**src/dtree_bus_pkg.sv**
```systemverilog
`default_nettype none

package dtree_bus_pkg;

  localparam int axis_data_w = 64;
  localparam int axil_addr_w = 8;
  localparam int axil_data_w = 32;

  // One host stream beat
  typedef struct packed {
    logic [axis_data_w-1:0]   tdata;
    logic [axis_data_w/8-1:0] tkeep;
    logic                     tlast;
  } axis_beat_t;

  // AXI4-Lite, master to slave
  typedef struct packed {
    logic [axil_addr_w-1:0] awaddr;
    logic                   awvalid;
    logic [axil_data_w-1:0] wdata;
    logic                   wvalid;
    logic                   bready;
    logic [axil_addr_w-1:0] araddr;
    logic                   arvalid;
    logic                   rready;
  } axil_req_t;

  // AXI4-Lite, slave to master
  typedef struct packed {
    logic                   awready;
    logic                   wready;
    logic                   bvalid;
    logic [1:0]             bresp;
    logic                   arready;
    logic [axil_data_w-1:0] rdata;
    logic [1:0]             rresp;
    logic                   rvalid;
  } axil_rsp_t;

endpackage

`default_nettype wire

```
**src/axis_reg_slice.sv**
```systemverilog
`default_nettype none
`timescale 1ns/1ps

module axis_reg_slice #(
  parameter type beat_t = dtree_bus_pkg::axis_beat_t
) (
  input  wire        aclk,
  input  wire        aresetn,
  input  wire beat_t in_beat,
  input  wire        in_valid,
  output logic       in_ready,
  output beat_t      out_beat,
  output logic       out_valid,
  input  wire        out_ready
);

  // Skid entry catches the beat taken while the output stalls
  beat_t main_q;
  beat_t skid_q;
  logic  skid_valid;
  logic  skid_next;
  logic  in_fire;
  logic  out_free;

  assign in_fire  = in_valid && in_ready;
  assign out_free = !out_valid || out_ready;
  assign out_beat = main_q;

  // Skid fills only on a stalled output
  assign skid_next = out_free ? 1'b0 : (skid_valid || in_fire);

  always_ff @(posedge aclk) begin
    if (!aresetn) begin
      out_valid  <= 1'b0;
      skid_valid <= 1'b0;
      in_ready   <= 1'b0;
    end else begin
      skid_valid <= skid_next;
      // Registered ready, breaks the backward path
      in_ready   <= !skid_next;
      if (out_free) begin
        out_valid <= skid_valid || in_fire;
      end
    end
  end

  // Payload path
  always_ff @(posedge aclk) begin
    if (out_free) begin
      main_q <= skid_valid ? skid_q : in_beat;
    end else if (in_fire) begin
      skid_q <= in_beat;
    end
  end

endmodule

`default_nettype wire

```
**config.mk**
```make
export PLATFORM = sky130hd
export DESIGN_NAME = axis_reg_slice
export DESIGN_NICKNAME = d
export VERILOG_FILES = /design/src/dtree_bus_pkg.sv /design/src/axis_reg_slice.sv
export SDC_FILE = /design/constraint.sdc
export NUM_CORES = 1
export LEC_CHECK = 0
export BUFFER_PORTS_ARGS = -buffer_cell sky130_fd_sc_hd__buf_2
export CAP_MARGIN = 15
export CORE_AREA = 3 3 106 108
export CTS_CLUSTER_SIZE = 24
export DETAILED_ROUTE_END_ITERATION = 7
export DIE_AREA = 0 0 109 111
export PLACE_DENSITY = 0.81
export SLEW_MARGIN = 20
export SYNTH_ARGS = -nofsm -noshare
export SYNTH_HDL_FRONTEND = slang
export SYNTH_SLANG_ARGS = --single-unit
```
**constraint.sdc**
```tcl
create_clock -name aclk -period 12.02 [get_ports aclk]
set_input_delay 1.202 -clock aclk [delete_from_list [all_inputs] [get_ports aclk]]
set_output_delay 1.202 -clock aclk [all_outputs]
set_load 0.01 [all_outputs]
```
==> summary.md <==
| Metric | Value |
|---|---|
| Class of the worst hold path | `reg2reg` |
| CTS Buf Count | `17` |
| Clk_lat worst skew | `500 ps` |
| Largest net degree at the start of global routing | `78` |
| Tcrit/Tclk final | `0.269` |
| Multiplexer area fraction after synthesis | `0.186` |
| Synth Cell Area | `5620 sq um` |
| Pre-CTS setup slack | `8220 ps` |
| Total grt overflow | `0` |
| Final Hold Fails | `0` |
| Antenna Violating Nets Remaining | `0` |
| Root Driver | `clkbuf_8` |
| Mean post-synth cell area | `23.7 sq um` |
| Commonest non-fill, non-tap cell in the layout | `buf_2` |
| Timing-limited maximum frequency | `309 MHz` |
| Non-filler cells, final | `551` |
| Post-synthesis sequential area ratio | `0.791` |
| Largest cells by area after synthesis | `edfxtp_1 (78%), mux2_4 (16%), mux2_2 (2.8%)` |
| Gate power share | `0.057` |
| Inst Count DP | `518` |
| CP endpoint kind | `register` |
| Post-synth top area share | `0.780` |
| Clk_skew | `8.69 ps` |
| Ys Warns | `0` |
| Core Area | `10,300 sq um` |
| Ports | `152` |
| GP Congestion | `0.766` |
| Sequential Power Share | `0.486` |
| Syn_nets | `314` |
| Final #Nets | `478` |
| VDD IR max | `99.5 uV` |
| Vias per cell | `4.99` |
| Status | `completed` |
| Post-CTS Resized | `0` |
| Final setup viols | `0` |
| Post-synthesis sequential element count | `149` |
| Initial antenna violation count | `0` |
| Final Worst Setup Slack | `8790 ps` |
| Final Util | `0.692` |
| Post-synthesis xor/xnor area fraction | `0` |
| Vias in the first global route | `2,776` |
| Sw Share | `0.196` |
| Main combinational cell family by area after synthesis | `multiplexers` |
| Part of the power in the clock network | `0.457` |
| CP Max Fanout | `77` |
| Psw | `0.242 mW` |
| Die width | `109 um` |
| Setup TNS | `0 ps` |
| Clock Tree Buf Depth | `2` |
| Initial DRC count | `113` |
| Layout area overhead | `27.0%` |
| CTS Hold Bufs | `0` |
| Worst Tran Pin Value | `1070 ps` |
| Reg clk slew, reported paths | `60 ps` |
| CTS tree | `done` |
| Vias | `2,751` |
| Share of cells above drive strength 1 | `0.630` |
| Sink Count | `149` |
| Synth Area in Simple Gates | `0.00467` |
| Maxcap violations | `0` |
| Global-route wire length before repair | `14,900 um` |
| Fill cell count | `679` |
| Post-Synthesis Cells | `237` |
| CP arrival | `3360 ps` |
| Avg WL per Cell | `18.1 um` |
| Post-synthesis adder-cell area fraction | `0` |
| Pwr dens | `173 nW/um^2` |
| H-tree depth | `4` |
| Pint | `0.991 mW` |
| Post-synth cell types | `13` |
| Leak | `2.83 nW` |
| Remaining DRCs | `0` |
| Worst EP required | `12,150 ps` |
| Post-CTS setup buffer count | `0` |
| DP HPWL | `6330 um` |
| Yosys top cell by area | `edfxtp_1` |
| Power, Total | `1.23 mW` |
| Critical Path Start Type | `input port` |
| Worst setup path class | `in2reg` |
| RSZ-0062 raised after global routing | `no` |
| Max transition margin | `0.284` |
| Num rows | `37` |
| Final Max Slew Viols | `0` |
| Chip Height | `111 um` |
| Total Routed Length | `9960 um` |
| Total Routing Usage GR | `0.166` |
| Compound-Gate Fraction of Synth Area | `0.00423` |
| Period minus WS final | `3230 ps` |
| Drt pass-1 iters | `4` |
| Die area | `12,100 sq um` |
| Starting Density | `0.545` |
| Most frequent cells in the layout | `buf_2 (151), edfxtp_1 (146), mux2_4 (59)` |
| Number of port buffers | `151` |
final timing paths:
path,startpoint,end,slack (ps),depth (start not counted)
min,skid_q[24]$_DFFE_PP_,out_beat[24]$_DFFE_PP_,550,1
max reg2reg,out_valid$_SDFFE_PN0P_,skid_q[51]$_DFFE_PP_,9270,3
min reg2reg,skid_q[24]$_DFFE_PP_,out_beat[24]$_DFFE_PP_,550,1
max,out_ready,skid_q[51]$_DFFE_PP_,8790,4
power by group through the flow:
stage          Combinational (mW)  Sequential, mW  Clock [mW]
4_1_cts                    0.0711           0.599       0.577
5_1_grt                    0.0757           0.600       0.600
6_report                   0.0701           0.599       0.564
3_5_place_dp               0.0705           0.609           0
2_1_floorplan              0.0231           0.620           0
3_3_place_gp               0.0684           0.609           0
logic make-up (layout without fill, tap and decap cells):
family / after synthesis / in the layout
AOI/OAI and AO/OA: 3 / 3
buffers and inverters: 8 / 185
DFF: 149 / 149
muxes: 73 / 73
other: 0 / 1
and+or+nand+nor: 4 / 4
through the flow:
stage               instance area (sq um)  hold WS (ps)
floorplan                            5620           523
global placement                     6500           528
detailed placement                   6500           535
CTS                                  7140           551
global route                         7140           557
finish                               7140           549
metal layers:
| metal | wire length [um] | global-route usage | vias to the layer above |
|---|---|---|---|
| met2 | 4760 | 0.258 | 121 |
| met3 | 710 | 0.0582 | 11 |
| met1 | 4380 | 0.221 | 1342 |
| met4 | 106 | 0.0539 | 0 |
| met5 | 0 | 0 | - |
| li1 | - | - | 1277 |
Yosys cell counts (all sizes together):
library cell  count
dfxtp             3
buf               8
o21a              1
a21boi            1
a21oi             1
nand2             1
nor2              1
nor3b             1
edfxtp          146
nand2b            1
mux2             73
worst max-delay path: stages:
cell      delay (ps)
buf_2             90
nand2b_4         620
nor2_4           700
buf_4            670
final cells by class:
class / count / area (sq um) / area share
flip-flops and latches: 149 / 4450 / 0.623
multi-input cells: 80 / 1110 / 0.155
repair buffers: 153 / 771 / 0.108
clock buffers: 18 / 418 / 0.0585
clock inverters: 14 / 224 / 0.0314
well taps: 136 / 170 / 0.0238
diodes: 1 / 2.50 / 0.000350
flip-flops by register name (all words and copies together), names as in the netlist:
name,flops
skid_valid,1
skid_q,73
in_ready,1
out_beat,73
out_valid,1
(Power assumes the default switching activity.)
