===== config.mk =====
export PLATFORM = sky130hd
export DESIGN_NAME = dtree_csr
export DESIGN_NICKNAME = d
export VERILOG_FILES = /design/src/dtree_cfg_pkg.sv /design/src/dtree_bus_pkg.sv /design/src/dtree_csr.sv
export SDC_FILE = /design/constraint.sdc
export NUM_CORES = 1
export LEC_CHECK = 0
export BUFFER_PORTS_ARGS = -buffer_cell sky130_fd_sc_hd__buf_4
export CORE_UTILIZATION = 42
export CTS_BUF_LIST = sky130_fd_sc_hd__clkbuf_8
export CTS_CLUSTER_SIZE = 40
export DETAILED_ROUTE_END_ITERATION = 6
export PLACE_DENSITY_LB_ADDON = 0.3
export SLEW_MARGIN = 20
export SYNTH_ARGS = -nofsm -noshare
export SYNTH_HDL_FRONTEND = slang
export SYNTH_SLANG_ARGS = --single-unit

===== constraint.sdc =====
create_clock -name aclk -period 4.8 [get_ports aclk]
set_input_delay 0.96 -clock aclk [delete_from_list [all_inputs] [get_ports aclk]]
set_output_delay 0.96 -clock aclk [all_outputs]
set_load 0.05 [all_outputs]

===== src/dtree_cfg_pkg.sv =====
`default_nettype none

package dtree_cfg_pkg;

  ////////////////////////////////////////////////////////////////////////////
  // Job limits
  ////////////////////////////////////////////////////////////////////////////

  localparam int max_features       = 16;
  localparam int max_depth          = 4;
  localparam int max_trees          = 8;
  localparam int feats_per_beat     = 4;
  // Internal nodes, then leaves, of a full tree at max depth
  localparam int nodes_per_tree_max = 15;
  localparam int beats_per_tree_max = 31;

  // Widths with a meaning
  typedef logic signed [15:0] feature_t;
  typedef logic signed [15:0] threshold_t;
  typedef logic        [3:0]  feat_idx_t;
  typedef logic        [4:0]  feat_cnt_t;
  typedef logic signed [31:0] leaf_t;
  // Wraps on overflow
  typedef logic        [31:0] result_t;
  typedef logic        [2:0]  depth_t;
  typedef logic        [3:0]  tree_cnt_t;
  typedef logic        [31:0] tuple_cnt_t;
  // 8 trees x 31 beats
  typedef logic        [7:0]  node_addr_t;

  ////////////////////////////////////////////////////////////////////////////
  // Register map
  ////////////////////////////////////////////////////////////////////////////

  // Write bit 0 starts, read bit 0 busy, bit 1 done
  localparam logic [7:0] reg_ctrl         = 8'h00;
  localparam logic [7:0] reg_num_features = 8'h04;
  localparam logic [7:0] reg_tree_depth   = 8'h08;
  localparam logic [7:0] reg_num_trees    = 8'h0C;
  localparam logic [7:0] reg_num_tuples   = 8'h10;

  // Job parameters seen by the datapath
  typedef struct packed {
    feat_cnt_t  num_features;
    depth_t     tree_depth;
    tree_cnt_t  num_trees;
    tuple_cnt_t num_tuples;
  } job_cfg_t;

endpackage

`default_nettype wire


===== src/dtree_bus_pkg.sv =====
`default_nettype none

package dtree_bus_pkg;

  localparam int axis_data_w = 64;
  localparam int axil_addr_w = 8;
  localparam int axil_data_w = 32;

  // One host stream beat
  typedef struct packed {
    logic [axis_data_w-1:0]   tdata;
    logic [axis_data_w/8-1:0] tkeep;
    logic                     tlast;
  } axis_beat_t;

  // AXI4-Lite, master to slave
  typedef struct packed {
    logic [axil_addr_w-1:0] awaddr;
    logic                   awvalid;
    logic [axil_data_w-1:0] wdata;
    logic                   wvalid;
    logic                   bready;
    logic [axil_addr_w-1:0] araddr;
    logic                   arvalid;
    logic                   rready;
  } axil_req_t;

  // AXI4-Lite, slave to master
  typedef struct packed {
    logic                   awready;
    logic                   wready;
    logic                   bvalid;
    logic [1:0]             bresp;
    logic                   arready;
    logic [axil_data_w-1:0] rdata;
    logic [1:0]             rresp;
    logic                   rvalid;
  } axil_rsp_t;

endpackage

`default_nettype wire


===== src/dtree_csr.sv =====
`default_nettype none
`timescale 1ns/1ps

module dtree_csr (
  input  wire                           aclk,
  input  wire                           aresetn,
  input  wire dtree_bus_pkg::axil_req_t axil_req,
  output dtree_bus_pkg::axil_rsp_t      axil_rsp,
  input  wire                           job_done,
  output dtree_cfg_pkg::job_cfg_t       cfg,
  output logic                          start
);

  import dtree_cfg_pkg::*;
  import dtree_bus_pkg::*;

  logic                   aw_held;
  logic                   w_held;
  logic [axil_addr_w-1:0] aw_addr_q;
  logic [axil_data_w-1:0] w_data_q;
  logic                   bvalid;
  logic                   rvalid;
  logic [axil_data_w-1:0] rdata_q;
  logic [axil_data_w-1:0] rd_mux;
  logic                   wr_go;
  logic                   ar_fire;
  logic                   busy;
  logic                   done;

  ////////////////////////////////////////////////////////////////////////////
  // Channel handshakes
  ////////////////////////////////////////////////////////////////////////////

  // Address and data latch on their own, write once both are in
  assign wr_go   = aw_held && w_held && !bvalid;
  assign ar_fire = axil_req.arvalid && !rvalid;

  always_comb begin
    axil_rsp.awready = !aw_held;
    axil_rsp.wready  = !w_held;
    axil_rsp.bvalid  = bvalid;
    axil_rsp.bresp   = 2'b00;
    axil_rsp.arready = !rvalid;
    axil_rsp.rdata   = rdata_q;
    axil_rsp.rresp   = 2'b00;
    axil_rsp.rvalid  = rvalid;
  end

  // Read decode, unmapped reads zero
  always_comb begin
    case (axil_req.araddr)
      reg_ctrl:         rd_mux = {30'd0, done, busy};
      reg_num_features: rd_mux = 32'(cfg.num_features);
      reg_tree_depth:   rd_mux = 32'(cfg.tree_depth);
      reg_num_trees:    rd_mux = 32'(cfg.num_trees);
      reg_num_tuples:   rd_mux = cfg.num_tuples;
      default:          rd_mux = '0;
    endcase
  end

  always_ff @(posedge aclk) begin
    if (!aresetn) begin
      aw_held <= 1'b0;
      w_held  <= 1'b0;
      bvalid  <= 1'b0;
      rvalid  <= 1'b0;
      start   <= 1'b0;
      busy    <= 1'b0;
      done    <= 1'b0;
      cfg     <= '0;
    end else begin
      start <= 1'b0;
      if (axil_req.awvalid && !aw_held) aw_held <= 1'b1;
      if (axil_req.wvalid && !w_held) w_held <= 1'b1;
      if (bvalid && axil_req.bready) bvalid <= 1'b0;
      if (wr_go) begin
        aw_held <= 1'b0;
        w_held  <= 1'b0;
        bvalid  <= 1'b1;
        case (aw_addr_q)
          // Start ignored during a job
          reg_ctrl:         start <= w_data_q[0] && !busy;
          reg_num_features: cfg.num_features <= feat_cnt_t'(w_data_q);
          reg_tree_depth:   cfg.tree_depth <= depth_t'(w_data_q);
          reg_num_trees:    cfg.num_trees <= tree_cnt_t'(w_data_q);
          reg_num_tuples:   cfg.num_tuples <= w_data_q;
          default:          ;
        endcase
      end
      if (ar_fire) rvalid <= 1'b1;
      else if (rvalid && axil_req.rready) rvalid <= 1'b0;
      // Status flags
      if (start) begin
        busy <= 1'b1;
        done <= 1'b0;
      end
      if (job_done) begin
        busy <= 1'b0;
        done <= 1'b1;
      end
    end
  end

  // Held address, data and read word
  always_ff @(posedge aclk) begin
    if (axil_req.awvalid && !aw_held) aw_addr_q <= axil_req.awaddr;
    if (axil_req.wvalid && !w_held) w_data_q <= axil_req.wdata;
    if (ar_fire) rdata_q <= rd_mux;
  end

endmodule

`default_nettype wire


==> summary.md <==
| Metric | Value |
|---|---|
| Status | completed |
| Worst path slowest cell | and4_2 |
| Final Skew | ~9 ps |
| Tot Pwr | approximately 2.4 mW |
| Starting Density | 0.429 |
| Vias | approximately 3000 |
| Post-Syn Area per Cell | 13.0 sq um |
| Leakage power | about 2.6 nW |
| Post_cts resized | 0 |
| Row cnt | 38 |
| Multi-input gate area | 0.00133 sq mm |
| IO Pins | 142 |
| Worst-path cell chain | nor3_1, and4_2, mux2i_1 |
| Ys flop type | edfxtp_1 |
| RSZ-0062 raised after global routing | no |
| Top-count cell post-synth | nand2_1 |
| Post-DP HPWL | 6360 microns |
| Number of H-tree levels | 4 |
| Setup bufs post-CTS | 0 |
| Drt first pass iters | 4 |
| Avg WL per Cell | around 14 microns |
| Async SR Flop Fraction | 0 |
| DRT iter0 DRCs | 115 |
| Max_slew headroom | 0.310 |
| Final wirelength | 8960 microns |
| R2r setup slk | 2560 ps |
| Initial antenna violation count | 0 |
| Yosys warns | 0 |
| Pwr Density | approximately 400 mW/mm^2 |
| Max_cap viols | 0 |
| Area after DPL | about 0.0057 sq mm |
| Area of the core | ~0.011 sq mm |
| Max incr delay on CP | 1030 ps |
| CTS tree | done |
| Share of cells above drive strength 1 | 0.342 |
| Die Width | 107 microns |
| Nets | around 550 |
| Fillers | 921 |
| Crit path kind | register to register |
| Number of antenna diodes | 0 |
| CTS Hold Bufs | 0 |
| Setup TNS | 0 ps |
| Leading cell types by total area after synthesis | edfxtp_1 (46%), dfxtp_1 (22%), mux2i_1 (10%) |
| Top post-synthesis cells by count | nand2_1 (79), edfxtp_1 (72), dfxtp_1 (51), mux2i_1 (48), and2_1 (29) |
| Met3 Resource Use GR | 0.0484 |
| Hold WC Path Type | register to register |
| Period utilization | 0.466 |
| CP max FO | 32 |
| R2r startpoint | aw_addr_q[1] |
| Final setup fails | 0 |
| CP Depth | 3 |
| Area Overhead vs Synth | 33.4% |
| Design area | 0.00621 sq mm |
| Final Slew Violations | 0 |
| Gate count of the mapped netlist | between 300 and 400 |
| Gr usage total | 0.167 |
| Post-synthesis sequential area ratio | 0.684 |
| Global route total overflow | 0 |
| Register Area | approximately 0.0032 sq mm |
| Worst R2R Path Depth | 3 |
| Share of Yosys cell area claimed by the top area cell type | 0.464 |
| Setup crit end | cfg[26] |
| R2R Path End | cfg[26] |
| Worst Setup Start Kind | register |
| Drc violations | 0 |
| Met1 Track Usage GR | 0.192 |
| Max VDD drop | 0.165 mV |
| Final hold vios | 0 |
| Synthesized area | 0.00466 sq mm |
| Sum of buffers and inverters on the critical path | 0 |
| Netlist cell types | 34 |
| Global-route wire length before repair | about 14000 microns |
| Min Tclk post-route | 2240 ps |
| Worst Path Arrival | ~2600 ps |
| Buffers on Ports | 137 |
| Clk sinks | 123 |
| Final GP Congestion | 0.806 |
| Top Usage Layer GRT | met2 |
| CP Capture Type | register |
| Yosys top cell by area | edfxtp_1 |
| Post-synth EDFFs | 72 |
| Req. time, crit path | 5130 ps |
| Max Fclk | 447 MHz |
| Vias in the first global route | 2919 |
| Worst setup path startpoint | aw_addr_q[1] |
| Die Y | 107 microns |
| CTS buffer count | 17 |
| Least-Margin Pin Slew | between 1000 and 1500 ps |
| CTS root buffer | clkbuf_8 |
| Clk slew on worst S/H paths | 70 ps |
| Via density | 4.63 |
| Die area | 0.0115 sq mm |
| Met2 usage | 0.280 |
| Routed Antenna Nets | 0 |
| Maximum clock insertion buffer count | 2 |
| Worst path top cell family by delay | simple AND/OR/NAND/NOR gates |
| Largest net degree at the start of global routing | 82 |
| Synth Register Bits | 123 |
| Clock Latency Late Sink | 410 ps |
==> cells by family (layout without fill, tap and decap cells) <==
| logic type | after synthesis | in the layout | synth area share |
|---|---|---|---|
| AOI/OAI and AO/OA | 11 | 11 | 0.0185 |
| other | 1 | 4 | 0.000805 |
| and+or+nand+nor | 145 | 145 | 0.152 |
| buffers and inverters | 29 | 173 | 0.0374 |
| DFF | 123 | 123 | 0.684 |
| muxes | 50 | 50 | 0.108 |
==> stage by stage <==
stage | instances | hold WS (ps) | worst slack (ps) | util
floorplan | 362 | 472 | 1970 | -
global placement | 614 | 459 | 2400 | 0.528
detailed placement | 614 | 463 | 2340 | 0.528
CTS | 646 | 475 | 2540 | 0.573
global route | 646 | 496 | 2370 | 0.573
finish | 646 | 472 | 2560 | 0.573
==> how the worst min path moves through the flow <==
stage	from	slack, ps	to	cells after the start
CTS	cfg[12]	470	cfg[12]	2
global placement	cfg[27]	460	cfg[27]	2
global route	cfg[23]	500	cfg[23]	2
detailed placement	cfg[18]	460	cfg[18]	2
floorplan	aw_addr_q[4]	470	start	1
finish	cfg[12]	470	cfg[12]	2
==> layer usage <==
layer | vias up | wire, microns
li1 | 1498 | -
met4 | 0 | 167
met2 | 88 | 4640
met3 | 13 | 474
met1 | 1390 | 3680
met5 | - | 0
==> worst reg2reg max path, cell delays in order, from the launching register on <==
cell and delay (ps):
edfxtp_1 370, nor3_1 460, and4_2 1030, mux2i_1 300
==> state kept, by name, indices dropped and copies added (netlist names) <==
register / count
done: 1
start: 1
busy: 1
aw_held: 1
aw_addr_q: 8
rvalid: 1
rdata_q: 32
cfg: 44
w_data_q: 32
bvalid: 1
w_held: 1
==> placed cells by master, fill, tap and decap left out <==
cell type,instances
a32oi_1,1
a31oi_1,1
edfxtp_1,72
clkinvlp_4,3
or2_1,1
nor2b_1,5
o311a_1,2
nand2b_1,1
nand2_1,79
o211a_1,1
clkinv_2,3
and3b_1,2
inv_1,5
a221oi_1,1
and4_2,1
mux2_1,2
o21a_1,2
mux2i_1,48
dfxtp_1,51
a22oi_1,1
o21ai_0,2
conb_1,4
or4_4,1
buf_4,137
and4bb_4,1
clkbuf_8,19
or4_1,1
nor2_1,11
nor3_1,3
nor2b_4,2
and2_1,29
nand3_1,1
nor3b_1,4
bufinv_16,6
nand4_1,3
==> area by class of cell <==
class | instances | area share
clock inverter | 13 | 0.0357
multi-input combinational | 210 | 0.214
sequential | 123 | 0.512
timing repair buffer | 137 | 0.166
clock buffer | 19 | 0.0421
inverter | 4 | 0.00242
tap | 140 | 0.0282
==> power by group <==
part           internal [mW]  switching [mW]  total [mW]
combinational         0.0607           0.118       0.179
clock                  0.694           0.388        1.08
sequential              1.16          0.0127        1.17
total                   1.91           0.519        2.43
No activity file was read; power rests on OpenSTA's default activity.
