**config.mk**
```make
export PLATFORM = sky130hd
export DESIGN_NAME = dtree_result_packer
export DESIGN_NICKNAME = d
export VERILOG_FILES = /design/src/dtree_cfg_pkg.sv /design/src/dtree_bus_pkg.sv /design/src/dtree_result_packer.sv
export SDC_FILE = /design/constraint.sdc
export NUM_CORES = 1
export LEC_CHECK = 0
export BUFFER_PORTS_ARGS = -buffer_cell sky130_fd_sc_hd__buf_2
export CAP_MARGIN = 20
export CORE_ASPECT_RATIO = 2
export CORE_MARGIN = 8
export CORE_UTILIZATION = 53
export DETAILED_ROUTE_END_ITERATION = 10
export GPL_TIMING_DRIVEN = 0
export PLACE_DENSITY = 0.89
export RECOVER_POWER = 50
export SLEW_MARGIN = 20
export SYNTH_ARGS = -nofsm -noshare
export SYNTH_HDL_FRONTEND = slang
export SYNTH_SLANG_ARGS = --single-unit
```
**constraint.sdc**
```tcl
create_clock -name aclk -period 8.7 [get_ports aclk]
set_input_delay 0 -clock aclk [delete_from_list [all_inputs] [get_ports aclk]]
set_output_delay 0 -clock aclk [all_outputs]
set_load 0.03 [all_outputs]
```
**src/dtree_cfg_pkg.sv**
```systemverilog
`default_nettype none

package dtree_cfg_pkg;

  ////////////////////////////////////////////////////////////////////////////
  // Job limits
  ////////////////////////////////////////////////////////////////////////////

  localparam int max_features       = 16;
  localparam int max_depth          = 4;
  localparam int max_trees          = 8;
  localparam int feats_per_beat     = 4;
  // Internal nodes, then leaves, of a full tree at max depth
  localparam int nodes_per_tree_max = 15;
  localparam int beats_per_tree_max = 31;

  // Widths with a meaning
  typedef logic signed [15:0] feature_t;
  typedef logic signed [15:0] threshold_t;
  typedef logic        [3:0]  feat_idx_t;
  typedef logic        [4:0]  feat_cnt_t;
  typedef logic signed [31:0] leaf_t;
  // Wraps on overflow
  typedef logic        [31:0] result_t;
  typedef logic        [2:0]  depth_t;
  typedef logic        [3:0]  tree_cnt_t;
  typedef logic        [31:0] tuple_cnt_t;
  // 8 trees x 31 beats
  typedef logic        [7:0]  node_addr_t;

  ////////////////////////////////////////////////////////////////////////////
  // Register map
  ////////////////////////////////////////////////////////////////////////////

  // Write bit 0 starts, read bit 0 busy, bit 1 done
  localparam logic [7:0] reg_ctrl         = 8'h00;
  localparam logic [7:0] reg_num_features = 8'h04;
  localparam logic [7:0] reg_tree_depth   = 8'h08;
  localparam logic [7:0] reg_num_trees    = 8'h0C;
  localparam logic [7:0] reg_num_tuples   = 8'h10;

  // Job parameters seen by the datapath
  typedef struct packed {
    feat_cnt_t  num_features;
    depth_t     tree_depth;
    tree_cnt_t  num_trees;
    tuple_cnt_t num_tuples;
  } job_cfg_t;

endpackage

`default_nettype wire

```
**src/dtree_bus_pkg.sv**
```systemverilog
`default_nettype none

package dtree_bus_pkg;

  localparam int axis_data_w = 64;
  localparam int axil_addr_w = 8;
  localparam int axil_data_w = 32;

  // One host stream beat
  typedef struct packed {
    logic [axis_data_w-1:0]   tdata;
    logic [axis_data_w/8-1:0] tkeep;
    logic                     tlast;
  } axis_beat_t;

  // AXI4-Lite, master to slave
  typedef struct packed {
    logic [axil_addr_w-1:0] awaddr;
    logic                   awvalid;
    logic [axil_data_w-1:0] wdata;
    logic                   wvalid;
    logic                   bready;
    logic [axil_addr_w-1:0] araddr;
    logic                   arvalid;
    logic                   rready;
  } axil_req_t;

  // AXI4-Lite, slave to master
  typedef struct packed {
    logic                   awready;
    logic                   wready;
    logic                   bvalid;
    logic [1:0]             bresp;
    logic                   arready;
    logic [axil_data_w-1:0] rdata;
    logic [1:0]             rresp;
    logic                   rvalid;
  } axil_rsp_t;

endpackage

`default_nettype wire

```
**src/dtree_result_packer.sv**
```systemverilog
`default_nettype none
`timescale 1ns/1ps

module dtree_result_packer (
  input  wire                          aclk,
  input  wire                          aresetn,
  input  wire dtree_cfg_pkg::job_cfg_t cfg,
  input  wire                          start,
  input  wire dtree_cfg_pkg::result_t  res,
  input  wire                          res_valid,
  output logic                         res_ready,
  output dtree_bus_pkg::axis_beat_t    out_beat,
  output logic                         out_valid,
  input  wire                          out_ready,
  output logic                         job_done
);

  import dtree_cfg_pkg::*;

  result_t    low_q;
  logic       have_low;
  tuple_cnt_t res_cnt;
  tuple_cnt_t cnt_next;
  logic       res_fire;
  logic       is_final;
  logic       emit;

  // Stalled output holds the engine result
  assign res_ready = !out_valid || out_ready;
  assign res_fire  = res_valid && res_ready;
  assign cnt_next  = res_cnt + tuple_cnt_t'(1);
  assign is_final  = (cnt_next == cfg.num_tuples);
  // Full pair, or half beat flushed at the end
  assign emit      = have_low || is_final;
  assign job_done  = out_valid && out_ready && out_beat.tlast;

  always_ff @(posedge aclk) begin
    if (!aresetn) begin
      out_valid <= 1'b0;
      have_low  <= 1'b0;
      res_cnt   <= '0;
    end else begin
      if (out_valid && out_ready) out_valid <= 1'b0;
      if (start) begin
        have_low <= 1'b0;
        res_cnt  <= '0;
      end else if (res_fire) begin
        res_cnt  <= cnt_next;
        have_low <= !emit;
        if (emit) out_valid <= 1'b1;
      end
    end
  end

  // First result of a pair in the low half
  always_ff @(posedge aclk) begin
    if (res_fire) begin
      low_q <= res;
      if (emit) begin
        out_beat.tdata <= have_low ? {res, low_q} : {32'd0, res};
        out_beat.tkeep <= have_low ? 8'hFF : 8'h0F;
        out_beat.tlast <= is_final;
      end
    end
  end

endmodule

`default_nettype wire

```
==> results of run 1 <==
[routing by layer]
metal / up-vias / track usage
met4: 0 / 0.1251
met3: 52 / 0.06058
met2: 242 / 0.4346
li1: 2340 / -
met1: 2409 / 0.2290
met5: - / 0
[worst paths after layout]
check / to / slack (ps) / cells after the start
max: out_beat[17]$_DFFE_PP_ / 4490 / 9
max reg2reg: out_beat[17]$_DFFE_PP_ / 4490 / 9
min: out_valid$_SDFF_PN0_ / 60 / 4
min reg2reg: out_beat[7]$_DFFE_PP_ / 440 / 0
[power groups by stage]
| stage | sequential (W) | clock, W | combinational, W |
|---|---|---|---|
| after CTS | 0.000713 | 0.000734 | 0.000168 |
| after detailed placement | 0.000726 | 0 | 0.000155 |
| final | 0.000714 | 0.000726 | 0.000162 |
| after global placement | 0.000729 | 0 | 0.000143 |
| after floorplan | 0.000757 | 0 | 0.0000651 |
| after global routing | 0.000716 | 0.000758 | 0.000173 |
[area by class of cell]
type	count	area share
timing repair buffer	177	0.1206
multi-input combinational	365	0.3114
buffer	37	0.02694
tap	145	0.02219
inverter	6	0.002755
sequential	132	0.4432
clock buffer	18	0.05249
clock inverter	14	0.02036
[what timing repair did]
item                                   4_1_cts  5_1_grt
endpoints found under the hold margin       97        0
hold buffers                                34        0
gates resized for setup                      0        0
setup endpoints to repair                    0        0
[worst min-delay path, cell delays in order]
cell,delay (ps)
buf_2,130
nand4b_1,90
o21a_1,120
o21ai_1,80
[cell usage after synthesis, types with 5 or more instances]
library cell	instances	area share
a21oi_1	12	0.0094
and2_1	35	0.034
and3_1	5	0.0049
buf_4	9	0.011
clkbuf_1	18	0.011
dfxtp_1	34	0.11
edfxtp_1	98	0.46
inv_1	6	0.0035
mux2_2	32	0.057
nand2_1	30	0.018
nand3_1	16	0.013
nand4_1	17	0.017
nor2_1	45	0.026
nor3_1	14	0.011
nor4_1	9	0.0088
o21ai_0	10	0.0078
or3_1	7	0.0069
xnor2_1	42	0.058
xor2_1	27	0.037
[flip-flops by register name, summed over array words and instances, names as in the netlist]
name / count
res_cnt: 32
low_q: 32
have_low: 1
out_beat: 66
out_valid: 1
[logic make-up (layout without fill, tap and decap cells)]
kind of cell | Yosys count | in the layout | synth area share
DFF | 132 | 132 | 0.5683
xor gates and xnor gates | 69 | 69 | 0.09478
muxes | 35 | 35 | 0.06123
and+or+nand+nor | 209 | 209 | 0.1860
adders and majority gates | 1 | 1 | 0.001962
buffers and inverters | 43 | 252 | 0.03787
AOI/OAI and AO/OA | 47 | 47 | 0.04926
other | 1 | 4 | 0.0005881
[through the flow]
stage	util	hold WS [ps]	setup TNS [ps]	area [um^2]	setup slack, ps
after detailed placement	0.6293	204.1	0	7363	4555
final	0.6987	62.34	0	8175	4490
after global routing	0.6987	54.75	0	8175	4232
after CTS	0.7093	20.37	0	8299	4540
after global placement	0.6213	201.2	-64300	7269	-976.8
after floorplan	-	98.87	0	6387	1056
==> impl_metrics.py, run 1 <==
metrics = {
    "global_routing": {
        "overflow": 0,
        "grt_pass1_wl_um": 28430,
        "grt_use_total": 0.2349,
        "antenna_found_initial": 0,
        "grt_max_degree": 28,
        "first_global_vias": 5245,
    },
    "yosys": {
        "synth_edf_count": 98,
        "synth_area_per_cell_um2": 11.87,
        "ys_seq_area_frac": 0.5683,
        "ys_types": 63,
        "synth_cells": 537,
        "yosysWarningCount": 0,
        "syn-cell-area_um2": 6376,
        "async_flop_share": 0,
        "ys.flop_type": "edfxtp_1",
        "ys_ff_latch": 132,
    },
    "power": {
        "vdd_drop_max_uv": 155.5,
        "power.leakage_nw": 2.777,
        "power.share.combinational": 0.101,
        "p_clk_frac": 0.453,
        "netSwitchingPower_w": 0.0004038,
        "pwr_density_cell_nw_per_um2": 196.1,
        "swShare": 0.2519,
        "p_seq_frac": 0.446,
        "finalPower_w": 0.001603,
        "p_int_w": 0.001199,
    },
    "cells_and_area": {
        "layout-drive-gt1-share": 0.1816,
        "seqCellArea_um2": 3623,
        "nFillCells": 898,
        "layout.cells.non_filler": 894,
        "layout_common_cells": "126 x clkbuf_1, 98 x edfxtp_1, 45 x nor2_1",
        "multi_input_area_um2": 2546,
        "syn2layout_area_growth_pct": 28.22,
        "layout_commonest_cell": "clkbuf_1",
        "nNetsFinal": 818,
        "antenna_cells": 0,
    },
    "clock_network": {
        "cts_made_buffers": 17,
        "h-tree-depth": 4,
        "path_clk_slew_ps": 60,
        "ctsRootBufferMaster": "clkbuf_16",
        "clock_latency_ps": 420,
        "clock_sinks": 132,
        "clock_path_buffers": 2,
        "cts_tree": "yes",
        "post_cts_buffers": 0,
    },
    "routing": {
        "vias_per_cell": 5.641,
        "postRouteWirelength_um": 18480,
        "dr.max_layer_used": "met4",
        "final_antenna_net_count": 0,
        "drc": 0,
        "wl_met1_um": 6388,
        "routed-via-count": 5043,
        "met3_length_um": 1251,
        "met2_length_um": 9976,
        "post_drt_wl_per_cell_um": 20.67,
        "drt-pass1-iter-count": 7,
        "drt_iter0_drc": 284,
    },
    "floorplanning": {
        "io_pins": 157,
        "initial_core_util": 0.5449,
        "core_area_um2": 11700,
        "die_w_um": 93.56,
        "die_y_um": 171.1,
        "rows": 56,
        "die-area_um2": 16010,
    },
    "worst_setup_path": {
        "cp-startpoint": "res_cnt[0]$_SDFFE_PP0P_",
        "worstPathMaxFanout": 27,
        "arrival_ps": 4330,
        "crit_chain": "ha_1 -> nand4_4 -> nor4_2 -> nand4_1 -> xnor2_1 -> a311oi_1 -> nand3_1 -> o21ai_4 -> buf_16",
        "path_delay_family": "simple AND/OR/NAND/NOR gates",
        "crit_buf_inv": 1,
        "worstSetupPathType": "reg -> reg",
        "cp_data_required_time_ps": 8820,
        "worst_path_largest_cell_delay_ps": 920,
        "rr_startpoint": "res_cnt[0]$_SDFFE_PP0P_",
        "cp-end-kind": "flop",
        "crit_slowest_cell": "nor4_2",
        "start_kind": "flop",
    },
    "sta": {
        "fin_worst_skew_ps": 9.171,
        "hold_viol": 0,
        "finalCriticalPeriod_ps": 4210,
        "rsz0062_at_grt": "no",
        "finalMaxSlewViolations": 0,
        "post-route-period-util": 0.4839,
        "setup_violations": 0,
        "relSlewSlack": 0.3138,
        "max_freq_mhz": 237.5,
        "tightest_slew_ps": 1021,
    },
    "placed_design": {
        "gp_congestion": 1.014,
        "hpwl_um": 13250,
        "port_buffers": 140,
        "placed_cells": 828,
    },
    "min_path": {
        "hold_start": "aresetn",
        "hold_class": "in -> reg",
    },
    "job": {
        "cap_violations": 0,
    },
    "status": {
        "status": "complete, no violations",
    },
}
(Power assumes the default switching activity.)
==> inputs of run 2 (changes only) <==
--- a/config.mk
+++ b/config.mk
@@ -9,10 +9,10 @@
 export CAP_MARGIN = 20
 export CORE_ASPECT_RATIO = 2
 export CORE_MARGIN = 8
-export CORE_UTILIZATION = 53
+export CORE_UTILIZATION = 48
 export DETAILED_ROUTE_END_ITERATION = 10
 export GPL_TIMING_DRIVEN = 0
-export PLACE_DENSITY = 0.89
+export PLACE_DENSITY = 0.86
 export RECOVER_POWER = 50
 export SLEW_MARGIN = 20
 export SYNTH_ARGS = -nofsm -noshare
==> constraint.sdc (replaced) <==
create_clock -name aclk -period 3.7 [get_ports aclk]
set_input_delay 0 -clock aclk [delete_from_list [all_inputs] [get_ports aclk]]
set_output_delay 0 -clock aclk [all_outputs]
set_load 0.03 [all_outputs]
==> run 2 against run 1 <==
Effect of this change:
- utilization decreased by 6.0 points
- total power increased by 140%
- critical endpoint is now out_beat[11]$_DFFE_PP_
- cell count increased by 1.2%
- maximum frequency increased by 21%
- count of clock-buffer cells in the layout unchanged
- die area increased by 9.0%
- critical path type unchanged
==> impl_metrics.py, run 2 (same netlist as run 1, synthesis figures left out) <==
metrics = {
    "clock_network": {
        "h-tree-depth": 4,
        "cts_made_buffers": 17,
        "clock_sinks": 132,
        "cts_tree": "yes",
        "clock_latency_ps": 410,
        "ctsRootBufferMaster": "clkbuf_16",
        "clock_path_buffers": 2,
        "path_clk_slew_ps": 60,
    },
    "cells_and_area": {
        "top_regs": "out_beat: 66 flops, low_q: 32 flops, res_cnt: 32 flops",
        "largest_reg_flops": 66,
        "regMostFlops": "out_beat",
        "design_area_um2": 8297,
        "layout-drive-gt1-share": 0.1941,
        "nNetsFinal": 821,
        "layout.cells.non_filler": 905,
        "layout_commonest_cell": "clkbuf_1",
        "post-route-util": 0.6386,
        "layout_common_cells": "124 x clkbuf_1, 98 x edfxtp_1, 45 x nor2_1",
        "syn2layout_area_growth_pct": 30.12,
    },
    "worst_setup_path": {
        "cp_data_required_time_ps": 3810,
        "worstSetupPathType": "reg -> reg",
        "critPathCapture": "out_beat[11]$_DFFE_PP_",
        "cp-end-kind": "flop",
        "r2r_setup_slack_ps": 220,
        "cp-startpoint": "res_cnt[8]$_SDFFE_PP0P_",
        "start_kind": "flop",
        "worst_path_largest_cell_delay_ps": 740,
        "cp.depth": 9,
        "arrival_ps": 3590,
        "rr_startpoint": "res_cnt[8]$_SDFFE_PP0P_",
        "path_delay_family": "simple AND/OR/NAND/NOR gates",
        "worstPathMaxFanout": 26,
        "reg2reg_to": "out_beat[11]$_DFFE_PP_",
        "crit_chain": "nand4_1 -> nor4_2 -> nand2_1 -> xnor2_1 -> nor3_1 -> nand3_1 -> o21ai_4 -> buf_4 -> buf_16",
        "r2r_cells": 9,
        "crit_slowest_cell": "nor4_2",
        "crit_buf_inv": 2,
    },
    "floorplanning": {
        "initial_core_util": 0.4908,
        "die_w_um": 97.50,
        "die_y_um": 179.0,
        "io_pins": 157,
        "rows": 59,
        "core_area_um2": 12990,
        "die-area_um2": 17450,
    },
    "sta": {
        "hold_viol": 0,
        "tightest_slew_ps": 1102,
        "hold_ws_ps": 61.42,
        "relSlewSlack": 0.2652,
        "post-route-period-util": 0.9418,
        "finalCriticalPeriod_ps": 3485,
        "setup_violations": 0,
        "fin_worst_skew_ps": 10.25,
        "max_freq_mhz": 287.0,
        "finalMaxSlewViolations": 0,
    },
    "routing": {
        "post_drt_wl_per_cell_um": 20.08,
        "vias_per_cell": 5.566,
        "routed-via-count": 5037,
        "final_antenna_net_count": 0,
        "postRouteWirelength_um": 18170,
        "drt-pass1-iter-count": 5,
        "drc": 0,
        "drt_iter0_drc": 218,
    },
    "global_routing": {
        "grt_use_total": 0.2045,
        "first_global_vias": 5426,
        "grt_pass1_wl_um": 28210,
        "antenna_found_initial": 0,
        "grt_max_degree": 42,
        "overflow": 0,
    },
    "placed_design": {
        "hpwl_um": 13130,
        "dpl_cell_area_um2": 7421,
        "gp_congestion": 0.9613,
        "port_buffers": 140,
        "placed_cells": 835,
    },
    "job": {
        "cap_violations": 0,
    },
    "status": {
        "status": "complete, no violations",
    },
    "power": {
        "power.leakage_nw": 2.843,
        "vdd_drop_max_uv": 459.5,
        "finalPower_w": 0.003830,
        "pwr_density_cell_nw_per_um2": 461.6,
    },
    "min_path": {
        "holdPathStages": 4,
        "hold_class": "in -> reg",
    },
}
## run 2: tightest hold or removal path, cell delays in order
cell      delay [ps]
buf_2            110
nand4b_1         110
o21a_1           120
o21ai_1           70
## run 2: timing repair
action	in CTS	in global routing
hold buffers	34	0
buffers inserted	0	3
gates resized for setup	1	3
pin swaps	1	1
endpoints found under the hold margin	97	0
endpoints found under the setup margin	62	62
## run 2: how the worst min path moves through the flow
stage | slack (ps) | endpoint | startpoint
after floorplan | 100 | low_q[0]$_DFFE_PP_ | res[0]
after global placement | 200 | low_q[6]$_DFFE_PP_ | res[6]
after detailed placement | 200 | low_q[22]$_DFFE_PP_ | res[22]
after CTS | 20 | out_valid$_SDFF_PN0_ | start
after global routing | 70 | out_valid$_SDFF_PN0_ | aresetn
final | 60 | out_valid$_SDFF_PN0_ | start
## run 2: through the flow
step	setup slack, ps	TNS (ps)
floorplan	4.285	0
global placement	-1018	-67070
detailed placement	-151.6	-2715
CTS	4.798	0
global route	-4.460	-20.94
finish	215.3	0
## run 2: cell type report
class                   count  area (um^2)
fillers                  1028         4696
flip-flops and latches    132         3625
multi-input cells         365         2606
repair buffers            180         1016
clock buffers              18        429.2
plain buffers              37        220.2
well taps                 152        190.2
clock inverters            14        185.2
inverters                   6        22.52
diodes                      1        2.502
## run 2: where the power goes
group          internal (W)  total, W  switching [W]
registers           0.00166   0.00168      0.0000184
logic              0.000149  0.000382       0.000233
clock network       0.00108   0.00177       0.000686
## run 2: layer usage
metal  part of all wire  GRT usage  vias to the layer above
met5                  0          0                        -
met4              0.039     0.1119                        0
met3              0.062    0.04670                       56
met2               0.55     0.3989                      246
met1               0.35     0.1886                     2384
li1                   -          -                     2351
