### src/dtree_bus_pkg.sv
`default_nettype none

package dtree_bus_pkg;

  localparam int axis_data_w = 64;
  localparam int axil_addr_w = 8;
  localparam int axil_data_w = 32;

  // One host stream beat
  typedef struct packed {
    logic [axis_data_w-1:0]   tdata;
    logic [axis_data_w/8-1:0] tkeep;
    logic                     tlast;
  } axis_beat_t;

  // AXI4-Lite, master to slave
  typedef struct packed {
    logic [axil_addr_w-1:0] awaddr;
    logic                   awvalid;
    logic [axil_data_w-1:0] wdata;
    logic                   wvalid;
    logic                   bready;
    logic [axil_addr_w-1:0] araddr;
    logic                   arvalid;
    logic                   rready;
  } axil_req_t;

  // AXI4-Lite, slave to master
  typedef struct packed {
    logic                   awready;
    logic                   wready;
    logic                   bvalid;
    logic [1:0]             bresp;
    logic                   arready;
    logic [axil_data_w-1:0] rdata;
    logic [1:0]             rresp;
    logic                   rvalid;
  } axil_rsp_t;

endpackage

`default_nettype wire

### src/dtree_input_sequencer.sv
`default_nettype none
`timescale 1ns/1ps

module dtree_input_sequencer (
  input  wire                                   aclk,
  input  wire                                   aresetn,
  input  wire                                   start,
  input  wire dtree_bus_pkg::axis_beat_t        in_beat,
  input  wire                                   in_valid,
  output logic                                  in_ready,
  output logic                                  tree_wr_valid,
  output logic [dtree_bus_pkg::axis_data_w-1:0] tree_data,
  output logic                                  tuple_valid,
  input  wire                                   tuple_ready,
  output logic [dtree_bus_pkg::axis_data_w-1:0] tuple_data,
  output logic                                  tuple_last,
  output logic                                  busy
);

  typedef enum logic [1:0] {IDLE, LOAD_TREES, SWITCH, LOAD_DATA} seq_state_t;

  seq_state_t state;
  logic       last_fire;

  // Tree beats never wait, tuple beats follow the engine
  assign in_ready = (state == LOAD_TREES) || ((state == LOAD_DATA) && tuple_ready);
  assign last_fire = in_valid && in_ready && in_beat.tlast;

  assign tree_wr_valid = (state == LOAD_TREES) && in_valid;
  assign tree_data     = in_beat.tdata;
  assign tuple_valid   = (state == LOAD_DATA) && in_valid;
  assign tuple_data    = in_beat.tdata;
  assign tuple_last    = in_beat.tlast;

  // Reader phase only, the CSR flag lasts until job_done
  assign busy = (state != IDLE);

  ////////////////////////////////////////////////////////////////////////////
  // Reader FSM
  ////////////////////////////////////////////////////////////////////////////

  always_ff @(posedge aclk) begin
    if (!aresetn) begin
      state <= IDLE;
    end else begin
      case (state)
        IDLE:       if (start) state <= LOAD_TREES;
        // tlast closes the tree phase
        LOAD_TREES: if (last_fire) state <= SWITCH;
        // One cycle gap before tuples
        SWITCH:     state <= LOAD_DATA;
        LOAD_DATA:  if (last_fire) state <= IDLE;
        default:    state <= IDLE;
      endcase
    end
  end

endmodule

`default_nettype wire

### config.mk
export PLATFORM = sky130hd
export DESIGN_NAME = dtree_input_sequencer
export DESIGN_NICKNAME = d
export VERILOG_FILES = /design/src/dtree_bus_pkg.sv /design/src/dtree_input_sequencer.sv
export SDC_FILE = /design/constraint.sdc
export NUM_CORES = 1
export LEC_CHECK = 0
export ABC_CLOCK_PERIOD_IN_PS = 2400
export BUFFER_PORTS_ARGS = -buffer_cell sky130_fd_sc_hd__buf_2
export CAP_MARGIN = 20
export CORE_AREA = 2 2 82 84
export CTS_BUF_LIST = sky130_fd_sc_hd__clkbuf_16
export DETAILED_ROUTE_END_ITERATION = 12
export DIE_AREA = 0 0 84 86
export GPL_TIMING_DRIVEN = 1
export HOLD_SLACK_MARGIN = 0.1
export PLACE_DENSITY = 0.67
export SLEW_MARGIN = 20
export SYNTH_ARGS = -nofsm -noshare
export SYNTH_HDL_FRONTEND = slang
export SYNTH_SLANG_ARGS = --single-unit
### constraint.sdc
create_clock -name aclk -period 2.4 [get_ports aclk]
set_input_delay 0.12 -clock aclk [delete_from_list [all_inputs] [get_ports aclk]]
set_output_delay 0.12 -clock aclk [all_outputs]
set_load 0.005 [all_outputs]
==> qor_table.md, run 1 <==
| Stage | Quantity | Reported |
|:---|:---|:---|
| placed design | Final GP Congestion | 0.563 |
| synth | Number of cells produced by synthesis | 152 |
| global route | Antenna violations before repair | 0 |
| final layout | Number of nets in the finished design | 121 |
| power and ir drop | Proportion of power drawn by flip-flops and latches | 0.120 |
| power and ir drop | Sw Share | 0.285 |
| routing | Detail-routed net length per standard cell | 12.2 µm |
| synth | Number of library cell types mapped by synthesis | 15 |
| outcome | Result of the run | complete, no violations |
| power and ir drop | Combinational power share | 0.354 |
| critical path | Kind of cell adding the most delay to the critical path | compound AO/OA/AOI/OAI gates |
| floorplan | Cell row count | 29 |
| clock tree | Clock tree from TritonCTS | done |
| placed design | I/O Buffers | 10 |
| timing | Smallest hold slack | 0.148 ns |
| routing | Antenna-violating nets left | 0 |
| floorplan | Placeable core area | 0.00628 mm² |
| timing | Achievable Freq | 637 MHz |
| synth | Fraction of the yosys area taken by sequential cells | 0.0339 |
| clock tree | Total clock buffers created by CTS | 3 |
| clock tree | Max Buffers Root-to-Sink | 2 |
| synth | Synth area leader | sky130_fd_sc_hd__buf_4 |
| timing | # setup viols final | 0 |
| critical path | Kind of start point of the critical path | register |
| synth | Synth Area per Inst | 7.77 µm² |
| synth | Summed instance area of the synthesized netlist | 0.00118 mm² |
| final layout | Share of cells above drive strength 1 | 0.472 |
| routing | Initial drt markers | 5 |
| routing | Iteration count of the initial detailed-routing pass | 2 |
| run | Number of max-cap violations | 0 |
| routing | Detailed-route via count | 319 |
| clock tree | Hold Buf Count CTS | 0 |
| power and ir drop | Leakage | 0.190 nW |
| final layout | Flip-flop count of the largest register, all copies and words added | 2 |
| final layout | Relative area change from synthesis to final layout | -63.2% |
| floorplan | Initial Utilization | 0.188 |
| floorplan | Die footprint | 0.00722 mm² |
| floorplan | Count of pins on the block boundary | 211 |
| clock tree | Worst-skew pair later-pin latency | 0.22 ns |
| routing | Drc violations | 0 |
| global route | Total global routing overflow | 0 |
| timing | Aggregate negative setup slack | 0 ns |
| clock tree | Number of buffers inserted by post-CTS setup repair | 0 |
| final layout | Design Area, Final | 434 µm² |
| placed design | Post-DP HPWL | 1.09 mm |
| floorplan | Die width | 84 µm |
| critical path | Worst reg-to-reg path cell count | 5 |
| critical path | Worst setup EP type | register |
| clock tree | Clock Tree Root | sky130_fd_sc_hd__clkbuf_16 |
| final layout | Antenna diodes | 0 |
| final layout | Biggest regs | state x2 |
| power and ir drop | Clock Power Share | 0.526 |
| synth | Count of state elements after synthesis | 2 |
| power and ir drop | Max IR drop VDD | 0.600 mV |
| power and ir drop | Switch Pwr | 0.000138 W |
| critical path | Required time reported for the critical path endpoint | 2.49 ns |
| clock tree | Post-CTS sizing | 0 |
| min path | Worst Hold Depth | 3 |
| power and ir drop | Int Pwr | 0.000345 W |
| critical path | Cells traversed along the worst timing path | inv_1 > ha_1 > or2_0 > a2111oi_2 > a211oi_2 |
| min path | Startpoint of the tightest hold check path | aresetn |
| critical path | Reg-to-Reg Start | state[1]$_SDFFE_PN0P_ |
| synth | Synthesized net count | 235 |
| clock tree | Reg clk slew, reported paths | 0.03 ns |
| critical path | Setup CP Type | register to register |
| global route | Maximum number of pins on one net before global-route repair | 5 |
| synth | Top FF cell, synth | sky130_fd_sc_hd__dfxtp_1 |
| synth | Post-synth top area share | 0.820 |
| critical path | Total buffers and inverters traversed by the critical path | 1 |
| timing | Maximum clock skew at final layout | 0.00151 ns |
| critical path | Critical-path top delay cell | sky130_fd_sc_hd__a2111oi_2 |
| timing | Relative max-transition margin | 0.783 |
| synth | Share of synthesized registers carrying an async set or reset | 0 |
| critical path | Data arrival at the endpoint of the critical path | 1.66 ns |
| min path | Worst Hold Class | primary input to register |
| timing | Number of max-slew violations in the final report | 0 |
| timing | Tightest Pin Transition | 0.323 ns |
| floorplan | Vert. Die Dim | 86 µm |
| timing | Final Hold Viols | 0 |
| routing | Ratio of routed vias to standard cells | 2.82 |
| synth | Count of flip-flops with a built-in enable after synthesis | 0 |
| synth | Biggest area contributors in the synthesized netlist | sky130_fd_sc_hd__buf_4 (82%), sky130_fd_sc_hd__ha_1 (5.3%), sky130_fd_sc_hd__dfxtp_1 (3.4%), sky130_fd_sc_hd__a2111oi_2 (1.3%), sky130_fd_sc_hd__inv_1 (1.3%) |
| clock tree | H-Tree Level Count | 1 |
| timing | Unrepaired setup endpoints after global routing | false |
| final layout | Layout filler cell count | 738 |
| timing | Fraction of the cycle the final worst path needs | 0.654 |
| clock tree | # clock sinks | 2 |
| critical path | R2R setup slack | 0.83 ns |
| final layout | Most flop-heavy register | state |
| global route | Via count of the first global-routing pass | 391 |
| global route | First-pass GRT wire length | 1.95 mm |
| critical path | Crit Reg-Reg Endpoint | state[0]$_SDFFE_PN0P_ |
| min path | Worst Hold Path EP | state[0]$_SDFFE_PN0P_ |
| critical path | Maximum fanout count along the critical path | 4 |
| placed design | Area of placed instances | 359 µm² |
| routing | Total Wirelength | 1.38 mm |
| power and ir drop | PD cells | 1110 mW/mm² |
| critical path | Slowest Stage Delay on Critical Path | 0.41 ns |
| power and ir drop | Overall power of the completed layout | 0.000482 W |
| global route | Combined global-route utilization of all metal layers | 0.0359 |
| synth | Yosys warns | 0 |
| timing | Crit path time final | 1.57 ns |
[how the worst max path moves through the flow]
stage	to	slack (ns)	cells past startpoint	startpoint
6_report	state[0]$_SDFFE_PN0P_	0.83	5	state[1]$_SDFFE_PN0P_
5_1_grt	state[0]$_SDFFE_PN0P_	0.66	5	state[1]$_SDFFE_PN0P_
4_1_cts	state[0]$_SDFFE_PN0P_	0.79	5	state[1]$_SDFFE_PN0P_
3_5_place_dp	state[0]$_SDFFE_PN0P_	0.80	5	state[1]$_SDFFE_PN0P_
3_3_place_gp	state[0]$_SDFFE_PN0P_	0.82	5	state[1]$_SDFFE_PN0P_
2_1_floorplan	state[0]$_SDFFE_PN0P_	0.95	5	state[1]$_SDFFE_PN0P_
[through the flow]
step                      instances    util  worst slack, ns
after global placement          110  0.0572            0.820
after detailed placement        110  0.0572            0.800
after global routing            113  0.0692            0.664
after CTS                       113  0.0692            0.791
final                           113  0.0692            0.830
after floorplan                 152       -            0.949
[cell usage in the layout, fill, tap and decap left out]
cell type	count
sky130_fd_sc_hd__clkbuf_16	3
sky130_fd_sc_hd__buf_2	10
sky130_fd_sc_hd__and2_1	1
sky130_fd_sc_hd__inv_1	4
sky130_fd_sc_hd__dfxtp_1	2
sky130_fd_sc_hd__or2_0	1
sky130_fd_sc_hd__a2111oi_2	1
sky130_fd_sc_hd__and2_2	1
sky130_fd_sc_hd__o211ai_1	1
sky130_fd_sc_hd__a21o_2	1
sky130_fd_sc_hd__a21o_1	1
sky130_fd_sc_hd__a211oi_2	1
sky130_fd_sc_hd__ha_1	5
sky130_fd_sc_hd__nor2b_1	1
sky130_fd_sc_hd__nand2_1	2
sky130_fd_sc_hd__mux2i_1	1
[cell type report]
class | count | area [µm²] | area share
multi-input cells | 17 | 158 | 0.363
flip-flops and latches | 2 | 40.0 | 0.0922
inverters | 4 | 15.0 | 0.0346
clock buffers | 3 | 75.1 | 0.173
repair buffers | 10 | 50.0 | 0.115
well taps | 77 | 96.3 | 0.222
[tightest hold or removal path, stage by stage]
cell,delay [ns]
sky130_fd_sc_hd__buf_2,0.11
sky130_fd_sc_hd__inv_1,0.06
sky130_fd_sc_hd__a211oi_2,0.03
[cell usage after synthesis, drive strengths merged (2+ instances only)]
cell,instances
inv,4
buf,129
nand2,2
a21o,2
dfxtp,2
ha,5
and2,2
[power groups by stage]
| stage | clock [W] | combinational [W] | sequential (W) |
|---|---|---|---|
| global placement | 0 | 0.000174 | 0.0000585 |
| floorplan | 0 | 0.000300 | 0.0000563 |
| finish | 0.000254 | 0.000171 | 0.0000580 |
| detailed placement | 0 | 0.000178 | 0.0000590 |
| CTS | 0.000260 | 0.000178 | 0.0000586 |
| global route | 0.000263 | 0.000199 | 0.0000610 |
[routing by layer]
layer | part of all wire | vias to the layer above | track usage
met5 | 0 | - | 0
met4 | 0.23 | 0 | 0.0982
met3 | 0.27 | 52 | 0.0337
met2 | 0.30 | 58 | 0.0298
met1 | 0.19 | 105 | 0.0206
li1 | - | 104 | -
[logic make-up after synthesis]
kind of cell	after synthesis	share of synthesized area
flip-flops	2	0.0339
AO/OA/AOI/OAI	5	0.0434
multiplexers	1	0.00847
AND/OR/NAND/NOR	6	0.0286
adder cells (fa/ha/maj)	5	0.0530
buffers and inverters	133	0.833
(Power assumes the default switching activity.)
==> run 2: changes to the inputs <==
- ABC_AREA: not set -> 1
- ABC_CLOCK_PERIOD_IN_PS: 2400 -> 1400
- CORE_AREA: 2 2 82 84 -> 2 2 81 83
- DIE_AREA: 0 0 84 86 -> 0 0 83 85
- PLACE_DENSITY: 0.67 -> 0.71
- clock period: 2.4 -> 1.4 ns (I/O delays scaled with it)
==> qor_table.md, run 2 <==
| Stage | Quantity | Reported |
|:---|:---|:---|
| placed design | I/O Buffers | 10 |
| critical path | Reg-to-Reg Start | state[1]$_SDFFE_PN0P_ |
| synth | Post-synth top area share | 0.816 |
| global route | Antenna violations before repair | 0 |
| final layout | Flip-flop count of the largest register, all copies and words added | 2 |
| final layout | Number of nets in the finished design | 133 |
| global route | Combined global-route utilization of all metal layers | 0.0425 |
| final layout | Highest-count cells in the layout ignoring fill and taps | sky130_fd_sc_hd__inv_1 (10), sky130_fd_sc_hd__buf_2 (10), sky130_fd_sc_hd__nand2_1 (9), sky130_fd_sc_hd__ha_1 (5) |
| power and ir drop | Combinational power share | 0.403 |
| placed design | Cell total after placement | 122 |
| floorplan | Die footprint | 0.00706 mm² |
| power and ir drop | Switch Pwr | 0.000295 W |
| min path | Worst Hold Class | primary input to register |
| synth | Yosys warns | 0 |
| routing | Ratio of routed vias to standard cells | 2.98 |
| clock tree | Max Buffers Root-to-Sink | 2 |
| final layout | Share of cells above drive strength 1 | 0.333 |
| synth | Synth Area per Inst | 7.24 µm² |
| floorplan | Initial Utilization | 0.191 |
| synth | Share of synthesized registers carrying an async set or reset | 0 |
| global route | Total global routing overflow | 0 |
| synth | Count of flip-flops with a built-in enable after synthesis | 0 |
| synth | Fraction of the yosys area taken by sequential cells | 0.0337 |
| synth | Most instantiated library cell after synthesis | sky130_fd_sc_hd__buf_4 |
| placed design | Post-DP HPWL | 1.38 mm |
| floorplan | Count of pins on the block boundary | 211 |
| power and ir drop | Overall power of the completed layout | 0.000909 W |
| routing | Detail-routed net length per standard cell | 13.2 µm |
| timing | Final Hold Viols | 0 |
| power and ir drop | PD cells | 2040 mW/mm² |
| timing | # setup viols final | 0 |
| timing | Crit path time final | 1.25 ns |
| critical path | Required time reported for the critical path endpoint | 1.50 ns |
| critical path | Critical-path top delay cell | sky130_fd_sc_hd__dfxtp_2 |
| critical path | Kind of start point of the critical path | register |
| critical path | Maximum fanout count along the critical path | 4 |
| power and ir drop | Clock Power Share | 0.464 |
| final layout | Relative area change from synthesis to final layout | -62.5% |
| critical path | Crit Reg-Reg Endpoint | state[0]$_SDFFE_PN0P_ |
| outcome | Result of the run | complete, no violations |
| timing | Number of max-slew violations in the final report | 0 |
| synth | Synth area leader | sky130_fd_sc_hd__buf_4 |
| floorplan | Vert. Die Dim | 85 µm |
| clock tree | Reg clk slew, reported paths | 0.03 ns |
| final layout | Antenna diodes | 0 |
| final layout | Final std cells w/o fill | 125 |
| routing | Detailed-route via count | 372 |
| routing | Initial drt markers | 2 |
| routing | Antenna-violating nets left | 0 |
| synth | Count of state elements after synthesis | 2 |
| critical path | Cells traversed along the worst timing path | inv_1 > ha_1 > inv_1 > nand2_1 > nand2_1 > nand2_1 > a21oi_1 > nor2_1 |
| critical path | Library cell appearing most often on the critical path | sky130_fd_sc_hd__nand2_1 |
| power and ir drop | Max IR drop VDD | 0.970 mV |
| timing | Tightest Pin Transition | 0.147 ns |
| critical path | Crit path to | state[0]$_SDFFE_PN0P_ |
| global route | First-pass GRT wire length | 2.28 mm |
| clock tree | Worst-skew pair later-pin latency | 0.22 ns |
| timing | Relative max-transition margin | 0.901 |
| critical path | Slowest Stage Delay on Critical Path | 0.34 ns |
| min path | Startpoint of the tightest hold check path | aresetn |
| final layout | Layout filler cell count | 709 |
| critical path | Setup CP Type | register to register |
| final layout | Biggest regs | state x2 |
| clock tree | H-Tree Level Count | 1 |
| synth | Top cells by instance count after synthesis | sky130_fd_sc_hd__buf_4 (129), sky130_fd_sc_hd__inv_1 (10), sky130_fd_sc_hd__nand2_1 (9) |
| synth | Top FF cell, synth | sky130_fd_sc_hd__dfxtp_1 |
| global route | Via count of the first global-routing pass | 409 |
| routing | Drc violations | 0 |
| power and ir drop | Sw Share | 0.324 |
| clock tree | # clock sinks | 2 |
| synth | Number of library cell types mapped by synthesis | 10 |
| floorplan | Die width | 83 µm |
| critical path | Worst setup EP type | register |
| clock tree | Clock tree from TritonCTS | done |
| clock tree | Total clock buffers created by CTS | 3 |
| clock tree | Hold Buf Count CTS | 0 |
| routing | Iteration count of the initial detailed-routing pass | 2 |
| synth | Synthesized net count | 247 |
| power and ir drop | Proportion of power drawn by flip-flops and latches | 0.134 |
| power and ir drop | Leakage | 0.228 nW |
| critical path | Crit path from | state[1]$_SDFFE_PN0P_ |
| clock tree | Clock Tree Root | sky130_fd_sc_hd__clkbuf_16 |
| global route | Maximum number of pins on one net before global-route repair | 5 |
| floorplan | Placeable core area | 0.00620 mm² |
| timing | Maximum clock skew at final layout | 0.0000554 ns |
| critical path | Worst reg-to-reg path cell count | 8 |
| timing | Unrepaired setup endpoints after global routing | false |
| synth | Summed instance area of the synthesized netlist | 0.00119 mm² |
| timing | Fraction of the cycle the final worst path needs | 0.890 |
| synth | Number of cells produced by synthesis | 164 |
| timing | Aggregate negative setup slack | 0 ns |
| final layout | Most flop-heavy register | state |
| placed design | Final GP Congestion | 0.692 |
| power and ir drop | Int Pwr | 0.000614 W |
| timing | Achievable Freq | 803 MHz |
| routing | Total Wirelength | 1.66 mm |
| floorplan | Cell row count | 29 |
| critical path | R2R setup slack | 0.15 ns |
| synth | Biggest area contributors in the synthesized netlist | sky130_fd_sc_hd__buf_4 (82%), sky130_fd_sc_hd__ha_1 (5.3%), sky130_fd_sc_hd__dfxtp_1 (3.4%), sky130_fd_sc_hd__inv_1 (3.2%), sky130_fd_sc_hd__nand2_1 (2.8%) |
| critical path | Data arrival at the endpoint of the critical path | 1.35 ns |
| run | Number of max-cap violations | 0 |
[run 2: worst min-delay path by stage]
stage	end	slack (ns)	depth (start not counted)
after floorplan	state[1]$_SDFFE_PN0P_	0.19	2
after global placement	tuple_data[53]	0.14	0
after detailed placement	tuple_data[53]	0.14	0
after CTS	state[1]$_SDFFE_PN0P_	0.11	3
after global routing	state[1]$_SDFFE_PN0P_	0.12	3
final	state[1]$_SDFFE_PN0P_	0.09	3
[run 2: metal layers]
metal,wire [µm],GRT usage
met3,491,0.0418
met5,0,0
met1,215,0.0134
met2,568,0.0513
met4,380,0.109
[run 2: worst max-delay path: cells and delay by family, from the launching register on]
family,cells,cell delay [ns]
and+or+nand+nor,4,0.26
DFF,1,0.34
adders and majority gates,1,0.20
buffers and inverters,2,0.16
AOI/OAI and AO/OA,1,0.16
[run 2: logic make-up (layout without fill, tap and decap cells)]
| kind of cell | after synthesis | in the layout | synth area share |
|---|---|---|---|
| buffers and inverters | 139 | 23 | 0.847 |
| and+or+nand+nor | 15 | 15 | 0.0537 |
| adders and majority gates | 5 | 5 | 0.0527 |
| AOI/OAI and AO/OA | 3 | 3 | 0.0126 |
| DFF | 2 | 2 | 0.0337 |
[run 2: repair_timing]
action	CTS	global route
resized for setup	0	2
endpoints found under the setup margin	0	1
endpoints found under the hold margin	0	0
buffers inserted	0	0
[run 2: final cells by class]
type | instances | area, µm² | share of cell area
multi-input cells | 23 | 145 | 0.326
well taps | 77 | 96.3 | 0.216
clock buffers | 3 | 75.1 | 0.169
repair buffers | 10 | 50.0 | 0.112
flip-flops and latches | 2 | 41.3 | 0.0927
inverters | 10 | 37.5 | 0.0843
[run 2: power by group through the flow]
stage / logic [W] / clock network [W] / registers [W]
finish: 0.000366 / 0.000422 / 0.000122
global route: 0.000438 / 0.000436 / 0.000126
CTS: 0.000363 / 0.000428 / 0.000117
detailed placement: 0.000357 / 0 / 0.000118
global placement: 0.000342 / 0 / 0.000118
floorplan: 0.000550 / 0 / 0.000110
[run 2: metrics by stage]
stage                     utilization  setup slack [ns]  hold slack [ns]  area [µm²]
after detailed placement       0.0589             0.150            0.140         365
final                          0.0718             0.154           0.0926         445
after global placement         0.0589             0.164            0.140         365
after CTS                      0.0710             0.139            0.107         440
after global routing           0.0718            0.0146            0.121         445
after floorplan                     -             0.274            0.191        1190
